File: src/verilog/mul_pkg.sv
`default_nettype none

package mul_pkg;

  ////////////////////////////////////////
  // Widths and step count
  ////////////////////////////////////////

  localparam int XLEN        = 32;        // Operand width
  localparam int BOOTH_STEPS = XLEN / 2;  // Two multiplier bits per step
  localparam int STEP_CNT_W  = 5;         // Step counter width

  ////////////////////////////////////////
  // Word types
  ////////////////////////////////////////

  typedef logic signed [XLEN-1:0] word_t;   // Operands, product halves
  typedef logic signed [XLEN:0]   pprod_t;  // Partial product, one guard bit

  ////////////////////////////////////////
  // Enums
  ////////////////////////////////////////

  typedef enum logic {
    MUL_LO = 1'b0,  // Product bits 31..0
    MUL_HI = 1'b1   // Product bits 63..32
  } mul_op_e;

  // Request controller states
  typedef enum logic [1:0] {
    IDLE = 2'd0,  // Waiting for req
    RUN  = 2'd1,  // Core busy
    ACK  = 2'd2   // Result out, waiting for req low
  } ctrl_state_e;

endpackage

`default_nettype wire
File: src/verilog/booth_if.sv
`timescale 1ns/10ps
`default_nettype none

interface booth_if (
  input logic clk_i  // Shared clock
);
  import mul_pkg::*;

  logic  start;         // One-cycle pulse, core idle only
  word_t multiplicand;  // Valid with start
  word_t multiplier;    // Valid with start
  logic  done;          // One-cycle pulse after last step
  word_t product_hi;    // Stable from done until next start
  word_t product_lo;

  // Controller side
  modport ctrl (
    input  clk_i,
    output start,
    output multiplicand,
    output multiplier,
    input  done,
    input  product_hi,
    input  product_lo
  );

  // Booth core side
  modport core (
    input  clk_i,
    input  start,
    input  multiplicand,
    input  multiplier,
    output done,
    output product_hi,
    output product_lo
  );

endinterface

`default_nettype wire

File: src/verilog/mul_unit_top.sv
`timescale 1ns/10ps
`default_nettype none

module mul_unit_top (
  input  logic             clk_i,
  input  logic             rst_n_i,         // Sync reset, active low
  input  logic             req_i,           // Four-phase request
  input  mul_pkg::mul_op_e op_i,            // MUL_LO or MUL_HI
  input  mul_pkg::word_t   multiplicand_i,
  input  mul_pkg::word_t   multiplier_i,
  output logic             ack_o,           // Result valid, held until req_i low
  output mul_pkg::word_t   result_o         // Selected half of signed product
);

  ////////////////////////////////////////
  // Controller to core link
  ////////////////////////////////////////

  booth_if booth_bus (
    .clk_i (clk_i)
  );

  // Handshake, capture, half select
  mul_req_ctrl u_ctrl (
    .clk_i          (clk_i),
    .rst_n_i        (rst_n_i),
    .req_i          (req_i),
    .op_i           (op_i),
    .multiplicand_i (multiplicand_i),
    .multiplier_i   (multiplier_i),
    .ack_o          (ack_o),
    .result_o       (result_o),
    .bus            (booth_bus.ctrl)
  );

  // Iterative multiplier, 16 steps
  booth_radix4_core u_core (
    .clk_i   (clk_i),
    .rst_n_i (rst_n_i),
    .bus     (booth_bus.core)
  );

endmodule

`default_nettype wire

File: src/verilog/mul_req_ctrl.sv
`timescale 1ns/10ps
`default_nettype none

module mul_req_ctrl (
  input  logic             clk_i,
  input  logic             rst_n_i,         // Sync reset, active low
  input  logic             req_i,           // Four-phase request
  input  mul_pkg::mul_op_e op_i,            // Which product half
  input  mul_pkg::word_t   multiplicand_i,  // Stable while req_i high
  input  mul_pkg::word_t   multiplier_i,
  output logic             ack_o,           // Result valid
  output mul_pkg::word_t   result_o,
  booth_if.ctrl            bus              // To Booth core
);
  import mul_pkg::*;

  ctrl_state_e state_q;
  ctrl_state_e state_d;

  logic    accept;    // Request taken this edge
  logic    start_q;   // Start pulse to core
  mul_op_e op_q;      // Captured op
  word_t   mcand_q;   // Captured operands
  word_t   mplier_q;
  word_t   result_q;  // Selected product half

  ////////////////////////////////////////
  // Handshake FSM
  ////////////////////////////////////////

  assign accept = (state_q == IDLE) && req_i;

  always_comb
  begin
    state_d = state_q;
    case (state_q)
      IDLE:
      begin
        if (req_i)
          state_d = RUN;
      end
      RUN:
      begin
        if (bus.done)
          state_d = ACK;  // Result lands same edge
      end
      ACK:
      begin
        if (!req_i)
          state_d = IDLE;  // Phase four, drop ack
      end
      default: state_d = IDLE;
    endcase
  end

  always_ff @(posedge clk_i)
  begin
    if (!rst_n_i)
    begin
      state_q <= IDLE;
      start_q <= 1'b0;
    end
    else
    begin
      state_q <= state_d;
      start_q <= accept;  // One cycle, core is idle in IDLE
    end
  end

  ////////////////////////////////////////
  // Operand capture and result select
  ////////////////////////////////////////

  always_ff @(posedge clk_i)
  begin
    if (accept)
    begin
      op_q     <= op_i;
      mcand_q  <= multiplicand_i;
      mplier_q <= multiplier_i;
    end

    // Halves are stable on done, take the one asked for
    if ((state_q == RUN) && bus.done)
    begin
      if (op_q == MUL_HI)
        result_q <= bus.product_hi;
      else
        result_q <= bus.product_lo;
    end
  end

  ////////////////////////////////////////
  // Outputs
  ////////////////////////////////////////

  assign ack_o    = (state_q == ACK);  // Held until req_i seen low
  assign result_o = result_q;

  assign bus.start        = start_q;
  assign bus.multiplicand = mcand_q;  // Stable through whole run
  assign bus.multiplier   = mplier_q;

endmodule

`default_nettype wire

File: src/verilog/booth_radix4_core.sv
`timescale 1ns/10ps
`default_nettype none

module booth_radix4_core (
  input  logic  clk_i,    // Core clock
  input  logic  rst_n_i,  // Sync reset, active low
  booth_if.core bus       // Operands in, product out
);
  import mul_pkg::*;

  // Whole shift register, shifted as one vector
  typedef struct packed {
    pprod_t part;    // Running partial product
    word_t  mplier;  // Multiplier, consumed two bits per step
    logic   last;    // Last bit shifted out
  } acc_t;

  acc_t   acc_q;
  acc_t   acc_d;
  pprod_t mcand_q;  // Sign-extended multiplicand

  // Two extra bits so +/- 2x never wraps before the shift
  logic signed [XLEN+2:0] mcand_ext;
  logic signed [XLEN+2:0] part_ext;
  logic signed [XLEN+2:0] sum;  // Partial product after add/sub

  logic                  busy_q;      // Iterating
  logic [STEP_CNT_W-1:0] step_cnt_q;  // Steps done so far
  logic                  done_q;      // Registered done pulse
  logic                  last_step;

  ////////////////////////////////////////
  // Step control
  ////////////////////////////////////////

  assign last_step = (step_cnt_q == STEP_CNT_W'(BOOTH_STEPS - 1));

  always_ff @(posedge clk_i)
  begin
    if (!rst_n_i)
    begin
      busy_q     <= 1'b0;
      step_cnt_q <= '0;
      done_q     <= 1'b0;
    end
    else
    begin
      done_q <= 1'b0;  // Low unless last step
      if (bus.start)
      begin
        busy_q     <= 1'b1;  // Load edge, first step next edge
        step_cnt_q <= '0;
      end
      else if (busy_q)
      begin
        step_cnt_q <= step_cnt_q + 1'b1;
        if (last_step)
        begin
          busy_q <= 1'b0;  // Freeze result
          done_q <= 1'b1;  // High the cycle after step 16
        end
      end
    end
  end

  ////////////////////////////////////////
  // Datapath registers
  ////////////////////////////////////////

  always_ff @(posedge clk_i)
  begin
    if (bus.start)
    begin
      acc_q   <= '{part: '0, mplier: bus.multiplier, last: 1'b0};
      mcand_q <= {bus.multiplicand[XLEN-1], bus.multiplicand};  // Sign extend
    end
    else if (busy_q)
      acc_q <= acc_d;  // One radix-4 step
  end

  ////////////////////////////////////////
  // Booth radix-4 step
  ////////////////////////////////////////

  always_comb
  begin
    mcand_ext = {{2{mcand_q[XLEN]}}, mcand_q};
    part_ext  = {{2{acc_q.part[XLEN]}}, acc_q.part};

    // Digit from low two multiplier bits plus last shifted bit
    case ({acc_q.mplier[1:0], acc_q.last})
      3'b001:  sum = part_ext + mcand_ext;           // +1x
      3'b010:  sum = part_ext + mcand_ext;           // +1x
      3'b011:  sum = part_ext + (mcand_ext <<< 1);   // +2x
      3'b100:  sum = part_ext - (mcand_ext <<< 1);   // -2x
      3'b101:  sum = part_ext - mcand_ext;           // -1x
      3'b110:  sum = part_ext - mcand_ext;           // -1x
      default: sum = part_ext;                       // 000 and 111, zero
    endcase

    // Arithmetic shift right by two over the whole register
    acc_d.part   = sum[XLEN+2:2];
    acc_d.mplier = {sum[1:0], acc_q.mplier[XLEN-1:2]};
    acc_d.last   = acc_q.mplier[1];
  end

  ////////////////////////////////////////
  // Outputs
  ////////////////////////////////////////

  assign bus.done       = done_q;
  assign bus.product_hi = acc_q.part[XLEN-1:0];  // Product bits 63..32
  assign bus.product_lo = acc_q.mplier;          // Product bits 31..0

endmodule

`default_nettype wire

File: config.mk
export PLATFORM = sky130hd
export DESIGN_NAME = mul_unit_top
export DESIGN_NICKNAME = d
export VERILOG_FILES = /design/src/verilog/mul_pkg.sv /design/src/verilog/booth_if.sv /design/src/verilog/mul_unit_top.sv /design/src/verilog/mul_req_ctrl.sv /design/src/verilog/booth_radix4_core.sv
export SDC_FILE = /design/constraint.sdc
export NUM_CORES = 1
export LEC_CHECK = 0
export BUFFER_PORTS_ARGS = -buffer_cell sky130_fd_sc_hd__buf_2
export CORE_UTILIZATION = 35
export CTS_CLUSTER_DIAMETER = 150
export DETAILED_ROUTE_END_ITERATION = 8
export PLACE_DENSITY = 0.55
export SLEW_MARGIN = 20
export SYNTH_ARGS = -nofsm -noshare
export SYNTH_HDL_FRONTEND = slang
export SYNTH_SLANG_ARGS = --single-unit
File: constraint.sdc
create_clock -name clk_i -period 5 [get_ports clk_i]
set_clock_uncertainty 0.15 [all_clocks]
set_input_delay 0.5 -clock clk_i [delete_from_list [all_inputs] [get_ports clk_i]]
set_output_delay 0.5 -clock clk_i [all_outputs]
set_load 0.1 [all_outputs]
# Word level (Yosys, flattened, before mapping)
# Cells that the tools add are included.
[op_classes] n_div=0 bitwise=2 n_lt_le_gt_ge=0 eq_ne=12 multipliers=0 n_addsub=5 mux=12 shift=0 n_reduce_logical=11
[op_table] op="35-bit case mux with 4 select lines" count=1
[op_table] op="33-bit two-way mux" count=2
[op_table] op="33-bit by 32-bit adder with 34-bit output" count=1
[op_table] op="33-bit by 33-bit adder with 34-bit output" count=1
[op_table] op="33-bit by 32-bit subtractor with 34-bit output" count=1
[op_table] op="33-bit by 33-bit subtractor with 34-bit output" count=1
[op_table] op="32-bit two-way mux" count=1
[op_table] op="3-bit equality test, second input constant" count=3
[op_table] op="3-bit by 2-bit equality test with 1-bit output, second input constant" count=2
[op_table] op="2-bit two-way mux" count=3
[op_table] op="2-bit case mux with 3 select lines" count=1
[op_table] op="2-bit OR reduction" count=3
[op_table] op="5-bit by 1-bit adder with 5-bit output, second input constant" count=1
[op_table] op="5-bit by 4-bit equality test with 1-bit output, second input constant" count=1
[op_table] op="1-bit two-way mux" count=4
[op_table] op="2-bit inequality test, second input constant" count=2
[op_table] op="4-bit nonzero test" count=1
[op_table] op="3-bit by 1-bit equality test with 1-bit output, second input constant" count=1
[op_table] op="3-bit AND reduction" count=1
[op_table] op="3-bit OR reduction" count=1
[op_table] op="2-bit by 1-bit equality test with 1-bit output, second input constant" count=1
[op_table] op="2-bit equality test, second input constant" count=1
[op_table] op="1-bit logical AND" count=2
[op_table] op="2-bit zero test" count=1
[op_table] op="4 further kinds" count=5
[totals] ramBits=0 ff_bits=205 mem_bits_ro=0 latch_bits=0 output_inout_bits=33 memories=0

# Longest topological paths before layout
# Gate-level depths: netlist (run 1).
[logic_depth] ltp_word=5 depth_mapped=13

# By module
# Synthesis (run 1) repeated with hierarchy kept, for this count alone.
[unflattened] cells_unflattened=1635 hier_area_um2=15426.0
[modules_own_cells] mod="booth_radix4_core" n_inst=1 cells_per_inst=1487 area_per_inst_um2=11846.4 seq_area_each_um2=2742.6
[modules_own_cells] mod="mul_req_ctrl" n_inst=1 cells_per_inst=148 area_per_inst_um2=3579.7 seq_area_each_um2=2972.9

# Worst setup path before layout (run 1)
# Ideal clock, no wire load.
[synth_path] path_kind="in2reg" start="input port req_i" end="register u_ctrl.mcand_q[0] (netlist: u_ctrl.bus.multiplicand[0]), enable pin" setup_slack_ps=1044 arrival_time_ps=3318 path_buffers=0 cell_stages=2 t_required_ps=4362 cell_sequence="nand2b_1 nor2_1"
[synth_via] elab_chain_len=1
[synth_lines] element="start, declared" line="mul_unit_top.sv:7" text="input logic req_i,"
[synth_lines] element="1-bit logical AND" line="mul_req_ctrl.sv:31" text="assign accept = (state_q == IDLE) && req_i;"
[synth_lines] element="named net u_ctrl.accept" line="mul_req_ctrl.sv:20" text="logic accept;"
[synth_lines] element="end signal, assigned" line="mul_req_ctrl.sv:79" text="mcand_q <= multiplicand_i;"
[synth_lines] element="end, declared" line="mul_req_ctrl.sv:23" text="word_t mcand_q;"
# The timed path passes the listed nets, and every way through them passes these cells.
# A chain may end at the register's enable or synchronous reset.

# Worst setup path after layout (run 1)
[layout_path] start="register u_core.mcand_q[0]" end="register u_core.acc_q (netlist bit u_core.bus.product_hi[30])"
[layout_via] elab_chain_len=2 elab_cells_between_ends=5 classes_between="4 x add/sub; 1 x mux"
[layout_lines] element="start, declared" line="booth_radix4_core.sv:20" text="pprod_t mcand_q;"
[layout_lines] element="start signal, assigned" line="booth_radix4_core.sv:75" text="mcand_q <= {bus.multiplicand[XLEN-1], bus.multiplicand};"
[layout_lines] element="33-bit by 32-bit subtractor with 34-bit output (tied with other cells)" line="booth_radix4_core.sv:96, booth_radix4_core.sv:97"
[layout_lines] element="35-bit case mux with 4 select lines (*)" line="booth_radix4_core.sv:91" text="case ({acc_q.mplier[1:0], acc_q.last})"
[layout_lines] element="end signal, assigned" line="booth_radix4_core.sv:74" text="acc_q <= '{part: '0, mplier: bus.multiplier, last: 1'b0};"
[layout_lines] element="end, declared" line="booth_radix4_core.sv:18" text="acc_t acc_q;"
# Every way passes the cells marked *; elsewhere a longest branch is shown, timed or not.

==> flow_summary.json, run 1 <==
{
  "status": "complete, no violations",
  "worstHoldPathType": "input port to flip-flop",
  "grt_overflow_total": 0,
  "fin_setup_tns_ns": 0,
  "cts_buffers": 24,
  "clockBufferDepth": 3,
  "grt_pass1_vias": 13362,
  "crit_start": "u_core.mcand_q[0]$_DFFE_PP_",
  "fmax_mhz": 235,
  "area_growth_syn_to_layout_pct": 16.8,
  "rr_startpoint": "u_core.mcand_q[0]$_DFFE_PP_",
  "slew_violations": 0,
  "worstPathArrival_ns": 4.56,
  "grt_pass1_wl_mm": 82.8,
  "synthFlopType": "edfxtp_1",
  "critPathTopFamily": "compound AO/OA/AOI/OAI gates",
  "first_pass_iters": 6,
  "drv_cap": 0,
  "cts_resized": 0,
  "r2r_setup_slack_ns": 0.74,
  "routed_wl_mm": 54.8,
  "post-route-period-util_pct": 85.2,
  "yosys-top-cells-area": "edfxtp_1, ha_1, dfxtp_1",
  "crit_type": "flip-flop to flip-flop",
  "relSlewSlack_pct": 32.8,
  "finalSetupViolations": 0,
  "antenna_found_initial": 3,
  "htreeDepth": 1,
  "ys_warn_count": 0,
  "path_buf_inv": 2,
  "worstHoldStart": "rst_n_i",
  "ys_seq_area_share_pct": 38.0,
  "core_area_mm2": 0.0422,
  "clk_pin_slew_worst_paths_ns": 0.07,
  "worst_slew_pin_slew_ns": 1.00,
  "final-seq-area_mm2": 0.00572,
  "cts.sinks": 205,
  "power_density_mw_per_mm2": 431,
  "layout_commonest_cell": "a21oi_1",
  "synthArstFlopShare_pct": 0,
  "rsz0062_at_grt": "no",
  "viasPerCell": 5.93,
  "yosysTopAreaCell": "edfxtp_1",
  "dp_hpwl_mm": 39.6,
  "syn_avg_cell_area_um2": 9.14,
  "netlist_area_mm2": 0.0151,
  "port_buffers": 100,
  "final_cell_mix": "a21oi_1, edfxtp_1, ha_1",
  "cts_setup_buffers": 0,
  "drt_iter0_drc": 1353,
  "critPathRequiredTime_ns": 5.30,
  "critPathMaxStageDelay_ns": 0.76,
  "multi_input_area_mm2": 0.00856,
  "cts.root.buffer_cell": "clkbuf_16",
  "synth_top_cell_area_share_pct": 32.1,
  "die_w_um": 209,
  "worstPathCellList": "ha_1 > inv_1 > fa_1 > o21bai_1 > a2111oi_0 > buf_4 > nor3_1 > o211ai_1 > nand2_1 > a221oi_1 > a21oi_1 > o21ai_1 > mux2i_1 > a221o_1",
  "critPathCaptureType": "flip-flop",
  "fin_util_pct": 41.6,
  "cpMaxStageDelayCell": "a2111oi_0",
  "layout-drive-gt1-share_pct": 13.6,
  "via_count": 13821,
  "n_antenna_cell": 0,
  "synth_edf_count": 161,
  "cts_tree": "done",
  "synth-seq-cells": 205,
  "place_congestion": 0.928,
  "wl_per_cell_um": 23.5,
  "fin_nets": 1976,
  "clkLatencyLatePin_ns": 0.56,
  "drtAntennaViolNets": 0,
  "die_height_um": 209,
  "power_leakage_nw": 6.94,
  "drc": 0,
  "path_max_fanout": 4,
  "grt_usage_pct": 24.7,
  "dieArea_mm2": 0.0439,
  "worst_ir_drop_vdd_uv": 257,
  "rows": 75,
  "synth_fp_nets": 1849,
  "ys_types": 90,
  "num-fill-cells": 4233,
  "netlist_instances": 1647,
  "grt_max_degree": 47,
  "finalHoldViolations": 0,
  "finalCriticalPeriod_ns": 4.26,
  "start_util_pct": 35.7,
  "crit_path_start_kind": "flip-flop",
  "ioPinCount": 101
}
[cells in the mapped netlist (8+ instances only)]
cell / number
mux2_2: 30
ha_1: 130
a22oi_1: 8
o221ai_1: 11
a31oi_1: 19
nor2b_1: 22
nand2b_1: 22
xnor2_1: 49
nand3_1: 27
o31ai_1: 23
a22o_1: 32
or3_1: 10
nor2_1: 121
o211ai_1: 27
nand4_1: 10
o21ai_0: 121
xor2_1: 10
mux2i_1: 8
o21a_1: 13
a21o_1: 19
a21oi_1: 164
inv_1: 104
dfxtp_1: 44
nor4_1: 14
a221o_1: 8
clkbuf_1: 69
a221oi_1: 19
buf_1: 9
edfxtp_1: 161
nor3_1: 39
and3_1: 9
buf_2: 18
a211oi_1: 19
o21bai_1: 18
nand2_1: 116
[registers in the layout (all words and copies together) (netlist names)]
register,flops
u_ctrl.bus.start,1
u_core.bus.product_hi,32
u_core.mcand_q,32
u_ctrl.bus.multiplicand,32
u_core.bus.product_lo,32
u_ctrl.result_o,32
u_ctrl.state_q,2
u_core.bus.done,1
u_ctrl.bus.multiplier,32
u_core.acc_q,2
u_core.busy_q,1
u_core.step_cnt_q,5
u_ctrl.op_q,1
[timing repair]
action                                  4_1_cts  5_1_grt
endpoints found under the hold margin        65        0
hold buffers                                 65        0
endpoints found under the setup margin        0        0
[metal layers]
| layer | global-route usage (%) | vias up | wire length [µm] |
|---|---|---|---|
| met1 | 35.8 | 6672 | 25200 |
| met2 | 37.9 | 633 | 23700 |
| met4 | 6.67 | 4 | 1450 |
| met5 | 0 | - | 19 |
| met3 | 3.88 | 98 | 4420 |
| li1 | - | 6414 | - |
[metrics by stage]
stage | area (µm²) | total power [W] | setup WS [ns] | hold slack (ns) | std cells
floorplan | 15100 | 0.00461 | 1.04 | 0.250 | 1647
global placement | 16100 | 0.00569 | 0.884 | 0.253 | 2221
detailed placement | 16100 | 0.00565 | 0.828 | 0.255 | 2221
CTS | 17600 | 0.00752 | 0.835 | 0.0474 | 2330
global route | 17600 | 0.00800 | 0.476 | 0.0603 | 2331
finish | 17600 | 0.00757 | 0.742 | 0.0737 | 2331
[where the power goes]
| group | internal, W | total [W] | switching [W] |
|---|---|---|---|
| clock | 0.000995 | 0.00180 | 0.000804 |
| combinational | 0.00128 | 0.00348 | 0.00220 |
| sequential | 0.00202 | 0.00229 | 0.000267 |
[layout make-up]
class	count	area share (%)
inverters	107	2.28
flip-flops and latches	205	32.5
multi-input cells	1236	48.7
well taps	539	3.84
clock buffers	27	3.66
clock inverters	17	0.840
repair buffers	200	8.16
[path summary, 6_finish.rpt]
path | end | cells after the start
worst max-delay path | u_core.bus.product_hi[30]$_SDFFE_PP0P_ | 14
worst max register to register | u_core.bus.product_hi[30]$_SDFFE_PP0P_ | 14
worst min-delay path | u_core.busy_q$_SDFF_PN0_ | 2
worst min register to register | u_core.mcand_q[7]$_DFFE_PP_ | 0
[cell families after synthesis]
| group | count (synthesis) | synth area share (%) |
|---|---|---|
| xor gates and xnor gates | 59 | 3.43 |
| buffers and inverters | 206 | 5.37 |
| AOI/OAI and AO/OA | 583 | 25.7 |
| and+or+nand+nor | 421 | 13.3 |
| adders and majority gates | 135 | 11.4 |
| muxes | 38 | 2.78 |
| DFF | 205 | 38.0 |
No activity file was read; power rests on OpenSTA's default activity.
==> inputs of run 2 (changes only) <==
Settings changed: CORE_ASPECT_RATIO from default to 1.1.
==> flow_summary.json, run 2 (synthesized netlist as in run 1, its figures left out) <==
{
  "status": "complete, no violations",
  "core_area_mm2": 0.0424,
  "fin_nets": 1976,
  "fmax_mhz": 234,
  "drv_cap": 0,
  "crit_path_start_kind": "flip-flop",
  "wl_per_cell_um": 22.7,
  "cts.root.buffer_cell": "clkbuf_16",
  "finalHoldViolations": 0,
  "p_sw_w": 0.00327,
  "dp_cells": 2250,
  "dieArea_mm2": 0.0439,
  "path_max_fanout": 12,
  "critPathCaptureType": "flip-flop",
  "worstHoldPathType": "input port to flip-flop",
  "routed_wl_mm": 53.6,
  "cts_setup_buffers": 0,
  "grt_max_degree": 65,
  "dp_hpwl_mm": 38.6,
  "worst_slew_pin_slew_ns": 1.01,
  "final_cells": 2359,
  "power_density_mw_per_mm2": 434,
  "cpMaxStageDelayCell": "nor3_1",
  "layout_commonest_cell": "a21oi_1",
  "first_pass_iters": 5,
  "switching_share_pct": 42.8,
  "worstHoldStart": "rst_n_i",
  "finalCriticalPeriod_ns": 4.28,
  "finalSetupViolations": 0,
  "holdWs_ns": 0.0662,
  "worstPathCellList": "ha_1 > nor3_1 > nand2_1 > a211oi_1 > a211oi_2 > o211ai_1 > a221oi_2 > a211oi_1 > nand2_1 > a211o_1 > a311oi_1",
  "final_cell_mix": "a21oi_1, edfxtp_1, ha_1",
  "port_buffers": 100,
  "worst_ir_drop_vdd_uv": 265,
  "path_buf_inv": 0,
  "cts_resized": 0,
  "rsz0062_at_grt": "no",
  "crit_start": "u_core.bus.product_hi[9]$_SDFFE_PP0P_",
  "power_frac_seq_pct": 29.8,
  "layout-drive-gt1-share_pct": 13.7,
  "cts_tree": "done",
  "worstPathArrival_ns": 4.60,
  "slew_violations": 0,
  "area_growth_syn_to_layout_pct": 17.1,
  "die_height_um": 220,
  "rr_startpoint": "u_core.bus.product_hi[9]$_SDFFE_PP0P_",
  "grt_overflow_total": 0,
  "clockBufferDepth": 3,
  "viasPerCell": 5.85,
  "cts_hold_buf": 65,
  "critPathTopFamily": "compound AO/OA/AOI/OAI gates",
  "clk_pin_slew_worst_paths_ns": 0.07,
  "drt_iter0_drc": 1550,
  "clkLatencyLatePin_ns": 0.56,
  "internal_power_w": 0.00437,
  "start_util_pct": 35.5,
  "power_leakage_nw": 6.95,
  "crit_type": "flip-flop to flip-flop",
  "power.share.clock_pct": 24.6,
  "via_count": 13789,
  "grt_pass1_vias": 13362,
  "cts_buffers": 24,
  "p_comb_share_pct": 45.6,
  "multi_input_area_mm2": 0.00856,
  "place_congestion": 0.973,
  "drtAntennaViolNets": 0,
  "rows": 79,
  "num-fill-cells": 4199,
  "fin_util_pct": 41.6,
  "n_antenna_cell": 0,
  "fin_setup_tns_ns": 0,
  "die_w_um": 200,
  "ioPinCount": 101,
  "final-seq-area_mm2": 0.00572,
  "htreeDepth": 1,
  "cts.sinks": 205,
  "total_power_w": 0.00765,
  "relSlewSlack_pct": 32.5,
  "post-route-period-util_pct": 85.5,
  "grt_usage_pct": 24.6,
  "critPathMaxStageDelay_ns": 0.74,
  "critPathRequiredTime_ns": 5.33,
  "grt_pass1_wl_mm": 81.6,
  "antenna_found_initial": 0,
  "drc": 0
}
[run 2: cell types whose count changed in the layout (fill, tap and decap cells not counted), sizes merged]
| cell | delta |
|---|---|
| clkinv | -4 |
| clkbuf | +3 |
| clkinvlp | -1 |
| inv | +1 |
| bufinv | +1 |
[run 2: worst paths after layout]
kind | to | slack, ns | cells past startpoint
hold / removal | u_core.busy_q$_SDFF_PN0_ | 0.07 | 2
hold reg to reg | u_core.mcand_q[27]$_DFFE_PP_ | 0.26 | 0
setup / recovery | u_core.bus.product_hi[23]$_SDFFE_PP0P_ | 0.72 | 11
setup reg to reg | u_core.bus.product_hi[23]$_SDFFE_PP0P_ | 0.72 | 11
[run 2: final cells by class]
| class | instances | share of cell area [%] |
|---|---|---|
| timing repair buffer | 200 | 8.02 |
| multi-input combinational | 1236 | 48.6 |
| sequential | 205 | 32.4 |
| inverter | 107 | 2.28 |
| clock buffer | 30 | 3.77 |
| clock inverter | 14 | 0.915 |
| tap | 567 | 4.02 |
[run 2: power by group through the flow]
| stage | combinational (W) | sequential [W] | clock (W) |
|---|---|---|---|
| after floorplan | 0.00241 | 0.00220 | 0 |
| after global placement | 0.00335 | 0.00231 | 0 |
| after detailed placement | 0.00334 | 0.00231 | 0 |
| after CTS | 0.00340 | 0.00227 | 0.00192 |
| after global routing | 0.00378 | 0.00230 | 0.00197 |
| final | 0.00349 | 0.00228 | 0.00188 |
[run 2: per-layer routing]
metal  GRT usage, %  part of all wire (%)  vias to the layer above
met1           34.8                    45                     6645
met5              0                     0                        -
met3           3.14                   7.1                      115
met4           9.44                   3.5                        0
met2           38.0                    45                      596
li1               -                     -                     6433
[run 2: worst register-to-register path: stages (launching register included)]
cell and delay, ns:
dfxtp_1 0.60, ha_1 0.45, nor3_1 0.74, nand2_1 0.16, a211oi_1 0.36, a211oi_2 0.12
o211ai_1 0.45, a221oi_2 0.16, a211oi_1 0.39, nand2_1 0.10, a211o_1 0.33, a311oi_1 0.20
[run 2: through the flow]
stage | area [µm²] | setup slack (ns)
floorplan | 15100 | 1.04
global placement | 16200 | 0.888
detailed placement | 16200 | 0.905
CTS | 17600 | 0.901
global route | 17600 | 0.561
finish | 17600 | 0.723
==> inputs of run 3 (changes only) <==
Settings changed: ABC_AREA from default to 1, HOLD_SLACK_MARGIN from default to 0.15.
==> flow_summary.json, run 3 <==
{
  "crit_type": "flip-flop to flip-flop",
  "worst_slew_pin_slew_ns": 1.06,
  "layout-drive-gt1-share_pct": 7.90,
  "power_density_mw_per_mm2": 380,
  "start_util_pct": 35.6,
  "cts_hold_buf": 67,
  "port_buffers": 100,
  "dieArea_mm2": 0.0496,
  "layout_commonest_cell": "nand2_1",
  "critPathCaptureType": "flip-flop",
  "via_count": 17381,
  "wl_per_cell_um": 19.8,
  "clockBufferDepth": 3,
  "n_antenna_cell": 0,
  "worstHoldPathType": "flip-flop to flip-flop",
  "cts_tree": "done",
  "cts_buffers": 24,
  "htreeDepth": 1,
  "clk_pin_slew_worst_paths_ns": 0.06,
  "die_height_um": 234,
  "synthArstFlopShare_pct": 0,
  "grt_max_degree": 76,
  "rows": 84,
  "place_congestion": 1.02,
  "ioPinCount": 101,
  "worst_ir_drop_vdd_uv": 307,
  "grt_overflow_total": 0,
  "clkLatencyLatePin_ns": 0.55,
  "path_max_fanout": 37,
  "synth-seq-cells": 205,
  "viasPerCell": 5.26,
  "fin_nets": 2842,
  "num-fill-cells": 5122,
  "dp_hpwl_mm": 51.6,
  "grt_pass1_vias": 16899,
  "routed_wl_mm": 65.2,
  "yosysTopAreaCell": "edfxtp_1",
  "critPathRequiredTime_ns": 5.30,
  "cts_resized": 0,
  "power_leakage_nw": 9.29,
  "yosys-top-cells-count": "nand2_1, inv_1, nor2_1",
  "synth_edf_count": 161,
  "area_growth_syn_to_layout_pct": 14.2,
  "crit_path_start_kind": "flip-flop",
  "netlist_instances": 2520,
  "total_power_w": 0.00741,
  "drtAntennaViolNets": 0,
  "dp_cells": 3192,
  "synthFlopType": "edfxtp_1",
  "cpMaxStageDelayCell": "nor3_4",
  "rsz0062_at_grt": "no",
  "finalHoldViolations": 0,
  "yosys-top-cells-area": "edfxtp_1, nand2_1, ha_1",
  "drt_iter0_drc": 1496,
  "drc": 0,
  "final_cells": 3303,
  "finalCriticalPeriod_ns": 3.29,
  "ys_seq_area_share_pct": 33.5,
  "syn_avg_cell_area_um2": 6.77,
  "slew_violations": 0,
  "fin_setup_tns_ns": 0,
  "final_cell_mix": "nand2_1, inv_1, nor2_1",
  "cts.sinks": 205,
  "fmax_mhz": 304,
  "cts_setup_buffers": 0,
  "ys_types": 52,
  "post-route-period-util_pct": 65.9,
  "die_w_um": 212,
  "finalSetupViolations": 0,
  "relSlewSlack_pct": 29.2,
  "critPathMaxStageDelay_ns": 0.58,
  "worstPathCellList": "inv_1 > nor2_4 > buf_4 > nor3_4 > inv_2 > buf_4 > o21ai_0 > inv_1 > nand2_1 > nand2_1",
  "first_pass_iters": 7,
  "cts.root.buffer_cell": "clkbuf_16",
  "ys_warn_count": 0,
  "synth_top_cell_area_share_pct": 28.3,
  "status": "complete, no violations",
  "drv_cap": 0,
  "grt_usage_pct": 26.3,
  "netlist_area_mm2": 0.0171,
  "antenna_found_initial": 0,
  "grt_pass1_wl_mm": 98.1,
  "yosysMostFrequentCell": "nand2_1",
  "worstPathArrival_ns": 3.59,
  "synth_fp_nets": 2722,
  "core_area_mm2": 0.0479
}
[run 3: critical path: cells and delay by family, from the launching register on]
family	cells	cell delay [ns]
buffers and inverters	5	1.42
AND/OR/NAND/NOR	4	0.77
AO/OA/AOI/OAI	1	0.42
flip-flops	1	0.40
[run 3: final timing paths]
check / startpoint / slack [ns] / to / cells past startpoint
hold reg to reg: u_ctrl.bus.multiplicand[8]$_DFFE_PP_ / 0.26 / u_core.mcand_q[8]$_DFFE_PP_ / 0
setup reg to reg: u_core.bus.product_lo[1]$_DFFE_PP_ / 1.71 / u_core.bus.product_hi[16]$_SDFFE_PP0P_ / 10
setup / recovery: u_core.bus.product_lo[1]$_DFFE_PP_ / 1.71 / u_core.bus.product_hi[16]$_SDFFE_PP0P_ / 10
hold / removal: u_ctrl.bus.multiplicand[8]$_DFFE_PP_ / 0.26 / u_core.mcand_q[8]$_DFFE_PP_ / 0
[run 3: routing by layer]
metal	up-vias	global-route usage [%]	part of all wire, %
li1	8434	-	-
met1	8103	35.5	45
met2	726	43.1	45
met3	118	2.66	6.6
met4	0	10.1	3.6
met5	-	0	0
[run 3: per-stage QoR]
stage	setup WS [ns]	hold slack (ns)	instance area (µm²)	utilization (%)
final	1.71	0.264	19500	40.7
after global routing	1.49	0.272	19500	40.7
after CTS	1.80	0.259	19500	40.7
after detailed placement	1.79	0.255	18000	37.6
after global placement	1.77	0.251	18000	37.6
after floorplan	1.89	0.250	17100	-
[run 3: cells by family (layout without fill, tap and decap cells)]
group                    Yosys count  after routing  synth area share [%]
flip-flops                       205            205                  33.5
XOR/XNOR                           6              6                 0.308
AND/OR/NAND/NOR                 1234           1234                  30.2
adder cells (fa/ha/maj)          134            134                  10.0
AO/OA/AOI/OAI                    469            469                  14.8
buffers and inverters            472            610                  11.1
[run 3: final cells by class]
type | instances | area (µm²) | area share (%)
Clock inverter | 16 | 185 | 0.950
Tap cell | 645 | 807 | 4.14
Multi-Input combinational cell | 1843 | 9440 | 48.5
Inverter | 390 | 1460 | 7.51
Timing Repair Buffer | 176 | 1240 | 6.36
Sequential cell | 205 | 5720 | 29.4
Clock buffer | 28 | 626 | 3.21
[run 3: report_power, final]
group | total [W] | internal [W] | switching, W
Sequential | 0.00224 | 0.00201 | 0.000236
Clock | 0.00182 | 0.00106 | 0.000755
Combinational | 0.00335 | 0.000979 | 0.00237
